## src/alu_backend_pkg.sv

```systemverilog
`default_nettype none

package alu_backend_pkg;

    // data path and tag widths
    localparam int XLEN     = 32;
    localparam int ROB_ID_W = 6;

    localparam int OPCODE_W = 6;
    localparam int IMM_W    = 12;

    // R-format, second operand from src2
    localparam logic [OPCODE_W-1:0] OP_ADD  = 6'h00;
    localparam logic [OPCODE_W-1:0] OP_SUB  = 6'h01;
    localparam logic [OPCODE_W-1:0] OP_AND  = 6'h02;
    localparam logic [OPCODE_W-1:0] OP_OR   = 6'h03;
    localparam logic [OPCODE_W-1:0] OP_XOR  = 6'h04;
    localparam logic [OPCODE_W-1:0] OP_SLT  = 6'h05; // signed compare

    // I-format, second operand from imm12
    localparam logic [OPCODE_W-1:0] OP_ADDI = 6'h10; // sign-extended imm
    localparam logic [OPCODE_W-1:0] OP_ANDI = 6'h12; // zero-extended imm
    localparam logic [OPCODE_W-1:0] OP_ORI  = 6'h13; // zero-extended imm

    // one instruction word, two views
    // opcode sits in the same bits in both, so either view can pick the format
    typedef union packed {
        struct packed {
            logic [OPCODE_W-1:0] opcode; // 31:26
            logic [25:0]         unused; // src2 comes from the port
        } r;
        struct packed {
            logic [OPCODE_W-1:0] opcode; // 31:26
            logic [3:0]          pad_hi;
            logic [IMM_W-1:0]    imm12;  // 21:10
            logic [9:0]          pad_lo;
        } i;
    } alu_inst_u;

endpackage

`default_nettype wire

```

## src/issue_dispatch.sv

```systemverilog
`default_nettype none

module issue_dispatch #(
    parameter int LANE_COUNT = 4
) (
    input  logic                  in_valid_i,
    input  logic [LANE_COUNT-1:0] lane_busy_i,
    output logic                  in_ready_o,
    output logic [LANE_COUNT-1:0] lane_load_o
);

    logic found; // a free lane has been picked in this scan

    // ready only looks at occupancy, never at valid
    assign in_ready_o = ~(&lane_busy_i);

    // lowest numbered free lane wins
    always_comb begin
        lane_load_o = '0;
        found       = 1'b0;
        for (int i = 0; i < LANE_COUNT; i++) begin
            if (!lane_busy_i[i] && !found) begin
                lane_load_o[i] = in_valid_i;
                found          = 1'b1;
            end
        end
    end

endmodule

`default_nettype wire

```

## src/alu_lane.sv

```systemverilog
`default_nettype none

module alu_lane (
    input  logic                                  clk_i,
    input  logic                                  rst_n_i,
    input  logic                                  flush_i,
    input  logic                                  load_i,
    input  alu_backend_pkg::alu_inst_u            inst_i,
    input  logic [alu_backend_pkg::XLEN-1:0]      src1_i,
    input  logic [alu_backend_pkg::XLEN-1:0]      src2_i,
    input  logic [alu_backend_pkg::ROB_ID_W-1:0]  tag_i,
    input  logic                                  grant_i,
    output logic                                  busy_o,
    output logic [alu_backend_pkg::XLEN-1:0]      result_o,
    output logic [alu_backend_pkg::ROB_ID_W-1:0]  tag_o
);

    import alu_backend_pkg::*;

    logic                busy_q;
    alu_inst_u           inst_q;
    logic [XLEN-1:0]     src1_q;
    logic [XLEN-1:0]     src2_q;
    logic [ROB_ID_W-1:0] tag_q;

    logic [XLEN-1:0]     imm_sext;
    logic [XLEN-1:0]     imm_zext;
    logic                slt_bit;

    // occupancy, flush beats everything
    always_ff @(posedge clk_i or negedge rst_n_i) begin
        if (!rst_n_i) begin
            busy_q <= 1'b0;
        end else if (flush_i) begin
            busy_q <= 1'b0;
        end else if (load_i) begin
            busy_q <= 1'b1;
        end else if (grant_i) begin
            busy_q <= 1'b0; // result leaves on the bus this edge
        end
    end

    // held entry
    always_ff @(posedge clk_i) begin
        if (load_i) begin
            inst_q <= inst_i;
            src1_q <= src1_i;
            src2_q <= src2_i;
            tag_q  <= tag_i;
        end
    end

    // immediate only meaningful in the I view
    assign imm_sext = {{(XLEN-IMM_W){inst_q.i.imm12[IMM_W-1]}}, inst_q.i.imm12};
    assign imm_zext = {{(XLEN-IMM_W){1'b0}}, inst_q.i.imm12};
    assign slt_bit  = $signed(src1_q) < $signed(src2_q);

    always_comb begin
        case (inst_q.r.opcode)
            OP_ADD:  result_o = src1_q + src2_q;
            OP_SUB:  result_o = src1_q - src2_q;
            OP_AND:  result_o = src1_q & src2_q;
            OP_OR:   result_o = src1_q | src2_q;
            OP_XOR:  result_o = src1_q ^ src2_q;
            OP_SLT:  result_o = {{(XLEN-1){1'b0}}, slt_bit};
            OP_ADDI: result_o = src1_q + imm_sext;
            OP_ANDI: result_o = src1_q & imm_zext;
            OP_ORI:  result_o = src1_q | imm_zext;
            default: result_o = '0; // unknown opcode
        endcase
    end

    assign busy_o = busy_q;
    assign tag_o  = tag_q;

endmodule

`default_nettype wire

```

## src/cdb_arbiter.sv

```systemverilog
`default_nettype none

module cdb_arbiter #(
    parameter int LANE_COUNT = 4
) (
    input  logic                                                  clk_i,
    input  logic                                                  rst_n_i,
    input  logic                                                  flush_i,
    input  logic [LANE_COUNT-1:0]                                 req_i,
    input  logic [LANE_COUNT-1:0][alu_backend_pkg::XLEN-1:0]      result_i,
    input  logic [LANE_COUNT-1:0][alu_backend_pkg::ROB_ID_W-1:0]  tag_i,
    output logic [LANE_COUNT-1:0]                                 grant_o,
    output logic                                                  cdb_valid_o,
    output logic [alu_backend_pkg::XLEN-1:0]                      cdb_data_o,
    output logic [alu_backend_pkg::ROB_ID_W-1:0]                  cdb_tag_o
);

    import alu_backend_pkg::*;

    localparam int PTR_W = $clog2(LANE_COUNT);

    logic [PTR_W-1:0]    ptr_q;     // first lane to look at
    logic [PTR_W-1:0]    ptr_next;
    logic                any_grant;
    int                  grant_idx;
    int                  cand;

    logic                valid_q;
    logic [XLEN-1:0]     data_q;
    logic [ROB_ID_W-1:0] tag_q;

    // scan from the pointer, wrapping around
    always_comb begin
        any_grant = 1'b0;
        grant_idx = 0;
        grant_o   = '0;
        for (int k = 0; k < LANE_COUNT; k++) begin
            cand = int'(ptr_q) + k;
            if (cand >= LANE_COUNT) begin
                cand = cand - LANE_COUNT;
            end
            if (req_i[cand] && !any_grant) begin
                any_grant     = 1'b1;
                grant_idx     = cand;
                grant_o[cand] = 1'b1;
            end
        end
    end

    // lane after the winner
    assign ptr_next = (grant_idx == LANE_COUNT - 1) ? '0 : PTR_W'(grant_idx + 1);

    always_ff @(posedge clk_i or negedge rst_n_i) begin
        if (!rst_n_i) begin
            ptr_q   <= '0;
            valid_q <= 1'b0;
        end else begin
            valid_q <= any_grant & ~flush_i; // no strobe under flush
            if (any_grant && !flush_i) begin
                ptr_q <= ptr_next;
            end
        end
    end

    always_ff @(posedge clk_i) begin
        if (any_grant) begin
            data_q <= result_i[grant_idx];
            tag_q  <= tag_i[grant_idx];
        end
    end

    assign cdb_valid_o = valid_q;
    assign cdb_data_o  = data_q;
    assign cdb_tag_o   = tag_q;

endmodule

`default_nettype wire

```

## src/alu_backend.sv

```systemverilog
`default_nettype none

module alu_backend #(
    parameter int LANE_COUNT = 4
) (
    input  logic                                  clk_i,
    input  logic                                  rst_n_i,
    input  logic                                  flush_i,
    input  logic                                  in_valid_i,
    input  alu_backend_pkg::alu_inst_u            in_inst_i,
    input  logic [alu_backend_pkg::XLEN-1:0]      in_src1_i,
    input  logic [alu_backend_pkg::XLEN-1:0]      in_src2_i,
    input  logic [alu_backend_pkg::ROB_ID_W-1:0]  in_tag_i,
    output logic                                  in_ready_o,
    output logic                                  cdb_valid_o,
    output logic [alu_backend_pkg::XLEN-1:0]      cdb_data_o,
    output logic [alu_backend_pkg::ROB_ID_W-1:0]  cdb_tag_o
);

    import alu_backend_pkg::*;

    logic [LANE_COUNT-1:0]                lane_load;  // one-hot from dispatch
    logic [LANE_COUNT-1:0]                lane_busy;
    logic [LANE_COUNT-1:0]                lane_grant; // one-hot from arbiter
    logic [LANE_COUNT-1:0][XLEN-1:0]      lane_result;
    logic [LANE_COUNT-1:0][ROB_ID_W-1:0]  lane_tag;

    issue_dispatch #(
        .LANE_COUNT(LANE_COUNT)
    ) dispatch_inst (
        .in_valid_i(in_valid_i),
        .lane_busy_i(lane_busy),
        .in_ready_o(in_ready_o),
        .lane_load_o(lane_load)
    );

    // instruction fields fan out to every lane, load picks the one that keeps it
    for (genvar g = 0; g < LANE_COUNT; g++) begin : g_lane
        alu_lane lane_inst (
            .clk_i(clk_i),
            .rst_n_i(rst_n_i),
            .flush_i(flush_i),
            .load_i(lane_load[g]),
            .inst_i(in_inst_i),
            .src1_i(in_src1_i),
            .src2_i(in_src2_i),
            .tag_i(in_tag_i),
            .grant_i(lane_grant[g]),
            .busy_o(lane_busy[g]),
            .result_o(lane_result[g]),
            .tag_o(lane_tag[g])
        );
    end

    // busy doubles as the bus request
    cdb_arbiter #(
        .LANE_COUNT(LANE_COUNT)
    ) arbiter_inst (
        .clk_i(clk_i),
        .rst_n_i(rst_n_i),
        .flush_i(flush_i),
        .req_i(lane_busy),
        .result_i(lane_result),
        .tag_i(lane_tag),
        .grant_o(lane_grant),
        .cdb_valid_o(cdb_valid_o),
        .cdb_data_o(cdb_data_o),
        .cdb_tag_o(cdb_tag_o)
    );

endmodule

`default_nettype wire

```

## config.mk

```make
export PLATFORM = sky130hd
export DESIGN_NAME = alu_backend
export DESIGN_NICKNAME = d
export VERILOG_FILES = /design/src/alu_backend_pkg.sv /design/src/issue_dispatch.sv /design/src/alu_lane.sv /design/src/cdb_arbiter.sv /design/src/alu_backend.sv
export SDC_FILE = /design/constraint.sdc
export NUM_CORES = 2
export LEC_CHECK = 0
export BUFFER_PORTS_ARGS = -buffer_cell sky130_fd_sc_hd__buf_2
export CORE_MARGIN = 5
export CORE_UTILIZATION = 46
export CTS_CLUSTER_DIAMETER = 120
export DETAILED_ROUTE_END_ITERATION = 16
export SYNTH_ARGS = -nofsm -noshare
export SYNTH_HDL_FRONTEND = slang
export SYNTH_SLANG_ARGS = --single-unit
```

## constraint.sdc

```tcl
create_clock -name clk_i -period 7.77 [get_ports clk_i]
set_input_delay 1.554 -clock clk_i [delete_from_list [all_inputs] [get_ports clk_i]]
set_output_delay 1.554 -clock clk_i [all_outputs]
set_load 0.005 [all_outputs]
```

==> results.txt <==
----------------------------------------------------
[Status]
  Run status ... complete, no violations

[Timing]
  Fin. max-slew vios ... 0
  Post-Route Hold Slack ... 0.6325 ns
  Period minus WS final ... 6.185 ns
  Max Clock Freq ... 161.7 MHz
  Final Setup Violations ... 0
  Hold violation count in the final report ... 0
  Final cycle utilization of the critical path ... 79.60%
  Setup TNS ... 0 ns
  Slew at the pin closest to its max-slew limit ... 1.102 ns
  RSZ-0062 raised after global routing ... false
  Clock Skews ... 0.04196 ns
  Worst slew slack as a fraction of its limit ... between 20% and 30%

[Worst setup path]
  Cell with the largest stage delay on the worst path ... sky130_fd_sc_hd__a2111oi_0
  Crit. End Element ... flip-flop
  Most prevalent standard cell on the critical path ... sky130_fd_sc_hd__a211oi_1
  Category of the most critical setup path ... reg2reg
  Register-to-register path setup slack ... 1.58 ns
  CP Depth ... 17
  Worst r2r src ... g_lane[0].lane_inst.inst_q[28]
  Maximum fanout encountered on the critical timing path ... 23
  Crit path launch ... g_lane[0].lane_inst.inst_q[28]
  Endpoint of the most critical setup path ... arbiter_inst.cdb_data_o[30]
  CP delay by family, top ... compound AO/OA/AOI/OAI gates
  Required time at the endpoint of the critical path ... approximately 8 ns
  Critical register-to-register path endpoint ... arbiter_inst.cdb_data_o[30]
  Total buffers and inverters traversed by the critical path ... 1
  Length in cells of the worst reg-to-reg path ... 17
  Chain of cells forming the critical path ... or3_1 > nor3_1 > nand2_1 > buf_4 > mux2_2 > ha_1 > fa_1 > nand3_1 > a211oi_1 > a2111o_1 > a31oi_2 > o31ai_2 > a211oi_1 > mux2i_1 > a21oi_1 > a2111oi_0 > a32oi_1
  Largest stage delay on the critical path ... about 0.76 ns
  Nature of the critical path startpoint ... flip-flop
  Arr. time, crit path ... 6.49 ns

[Route]
  DR DRC count ... 0
  Via density per instance ... 6.273
  Per-cell routed wire length ... 25.62 um
  Number of antenna-violating nets in the routed design ... 0
  Detailed-router iteration count before antenna repair ... 7
  Via count ... ~34000
  Final wirelength ... 138400 um
  Number of design-rule violations left by the first detailed-router iteration ... 3929

[Clocking]
  Hold-fix buffers, CTS ... 0
  # clock sinks ... 397
  Clock-pin slew of the registers on the worst-case setup and hold paths ... around 0.060 ns
  Clock tree from TritonCTS ... done
  Total number of H-tree levels ... 2
  Clock root buffer ... sky130_fd_sc_hd__clkbuf_16
  Number of buffers inserted during clock tree synthesis ... 49
  Number of resized instances in the post-cts repair step ... 0
  Insertion delay to the later sink of the worst-skew pair ... 0.61 ns
  Max Buffers Root-to-Sink ... 3
  Number of setup buffers added after CTS ... 0

[Floorplanning]
  Number of top-level pins ... 146
  Chip Height ... between 200 and 300 um
  Standard cell core area ... approximately 80000 um2
  Num rows ... roughly 110
  Die width ... 298.4 um
  Die area ... 89060 um2
  Starting Density ... between 40% and 50%

[Power and ir drop]
  Power spent charging and discharging nets ... 2.220 mW
  Sw frac ... approximately 32%
  Seq pwr share ... 40.0%
  Power density cells ... 163.9 nW/um2
  Clock power frac ... 35.1%
  Largest voltage drop on the vdd net ... 0.1657 mV
  Static leakage ... 17.73 nW
  Combinational cell fraction of total power ... 24.9%
  Cell Int Power ... 4.622 mW

[Yosys]
  Total nets after synthesis ... 4884
  Sequential cell area fraction in the yosys report ... 31.06%
  Yosys Warn Count ... 0
  Count of flip-flops with a built-in enable after synthesis ... 390
  Share of synthesized flip-flops with an asynchronous set or reset ... 1.763%
  Primary FF master, synth ... sky130_fd_sc_hd__edfxtp_1
  Post-Synthesis Cell Area ... between 30000 and 40000 um2
  Average cell area after synthesis ... 9.057 um2
  Number of instances in the synthesized netlist ... around 4200
  Yosys cell types ... 108
  #FFs+latches synth ... 397

[Final layout]
  Count of fill cells added during filler insertion ... ~7700
  Leading cell type in the layout, fill and taps excluded ... sky130_fd_sc_hd__ha_1
  Leading cell types in the layout, fill and taps excluded ... 545 x sky130_fd_sc_hd__ha_1, 400 x sky130_fd_sc_hd__inv_1, 393 x sky130_fd_sc_hd__a21oi_1, 390 x sky130_fd_sc_hd__edfxtp_1, 318 x sky130_fd_sc_hd__nor2_1
  Final #Nets ... around 4900
  Signed area change from the synthesized netlist to the final layout ... 9.083%
  Layout cells sized above 1 ... 9.238%
  Fraction of the core area covered by cells at the end of the flow ... 50.76%
  Multi-input gate area ... approximately 24000 um2
  Seq. cell area ... 11890 um2

[GRT]
  Antenna violations before repair ... 17
  Overflow after GRT ... 0
  Total routing resource utilization after global routing ... 29.48%
  Maximum number of pins on one net before global-route repair ... 70
  First-pass GRT wire length ... about 200000 um
  Vias in the first global route ... 31530

[Place]
  Port bufs ... 131
  DPL Wire Length ... between 100000 and 150000 um
  Final weighted congestion in routability-driven placement ... 0.9841

[Min path]
  Hold Crit Class ... reg2reg

[Flow run]
  Max_cap viols ... 0

----------------------------------------------------
==> tightest hold or removal path, delay by kind of cell, from the launching register on <==
family	cells	cell delay, ns
DFF	1	0.32
AOI/OAI and AO/OA	1	0.13
muxes	1	0.06
==> worst min path at each step <==
stage / cells past startpoint / start / end / slack (ns)
global placement: 2 / g_lane[0].lane_inst.tag_o[0] / arbiter_inst.cdb_tag_o[0] / 0.61
global route: 2 / g_lane[1].lane_inst.tag_o[4] / arbiter_inst.cdb_tag_o[4] / 0.65
floorplan: 2 / g_lane[0].lane_inst.tag_o[0] / arbiter_inst.cdb_tag_o[0] / 0.59
finish: 2 / g_lane[1].lane_inst.tag_o[4] / arbiter_inst.cdb_tag_o[4] / 0.63
CTS: 2 / g_lane[1].lane_inst.tag_o[4] / arbiter_inst.cdb_tag_o[4] / 0.63
detailed placement: 2 / g_lane[1].lane_inst.tag_o[4] / arbiter_inst.cdb_tag_o[4] / 0.61
==> synthesized netlist by cell type (all sizes together) (38+ instances only) <==
library cell,instances,area share [%]
o21bai,46,0.91
o21ai,245,3.2
xor2,57,1.3
nor2b,43,0.71
mux2i,49,1.3
inv,405,4.0
ha,545,18
maj3,43,1.1
o211ai,38,0.75
a21oi,393,5.1
clkbuf,148,1.5
nor2,323,3.2
nor3,65,0.88
a31oi,49,0.83
o221ai,43,0.98
a211oi,68,1.4
xnor2,112,2.6
edfxtp,390,31
a221oi,74,1.7
nand3,55,0.72
a21o,158,3.1
nand2,252,2.5
mux2,53,1.6
==> registers in the layout (all words and copies together), names as in the netlist <==
register	cells
arbiter_inst.ptr_q	2
g_lane.lane_inst.src1_q	128
g_lane.lane_inst.inst_q	72
g_lane.lane_inst.tag_o	24
g_lane.lane_inst.busy_o	4
arbiter_inst.cdb_valid_o	1
arbiter_inst.cdb_data_o	32
arbiter_inst.cdb_tag_o	6
g_lane.lane_inst.src2_q	128
==> per-stage QoR <==
stage	total power, mW	area, um2	cells	setup slack [ns]
4_1_cts	6.862	41740	5400	1.680
6_report	6.842	41740	5403	1.585
5_1_grt	7.124	41740	5401	1.249
3_3_place_gp	4.442	40050	5309	1.724
2_1_floorplan	3.814	38270	4225	1.800
3_5_place_dp	4.443	40050	5309	1.760
==> power by group through the flow <==
stage	sequential [mW]	combinational [mW]	clock (mW)
global placement	2.78	1.66	0
floorplan	2.74	1.08	0
CTS	2.74	1.68	2.45
detailed placement	2.78	1.67	0
global route	2.75	1.84	2.53
finish	2.74	1.70	2.40
==> routing by layer <==
| metal | global-route usage [%] | part of all wire (%) |
|---|---|---|
| met1 | 42.99 | 44 |
| met2 | 45.61 | 43 |
| met3 | 4.152 | 9.4 |
| met4 | 8.775 | 3.2 |
| met5 | 0 | 0.0094 |
==> kinds of logic (layout without fill, tap and decap cells) <==
kind of cell	Yosys count	after routing	share of synthesized area, %
adders and majority gates	596	596	19.36
xor gates and xnor gates	169	169	3.868
AOI/OAI and AO/OA	1431	1431	25.30
other	0	3	0
and+or+nand+nor	945	945	11.60
buffers and inverters	585	690	5.912
muxes	102	102	2.894
DFF	397	397	31.06
==> final cells by class <==
class	count	area share (%)
antenna	3	0.01798
clock buffer	54	3.033
clock inverter	37	0.9981
inverter	406	3.654
multi-input combinational	3243	57.93
sequential	397	28.48
tap	1070	3.207
timing repair buffer	193	2.686
Note: power is estimated with default switching activity, not from simulation.
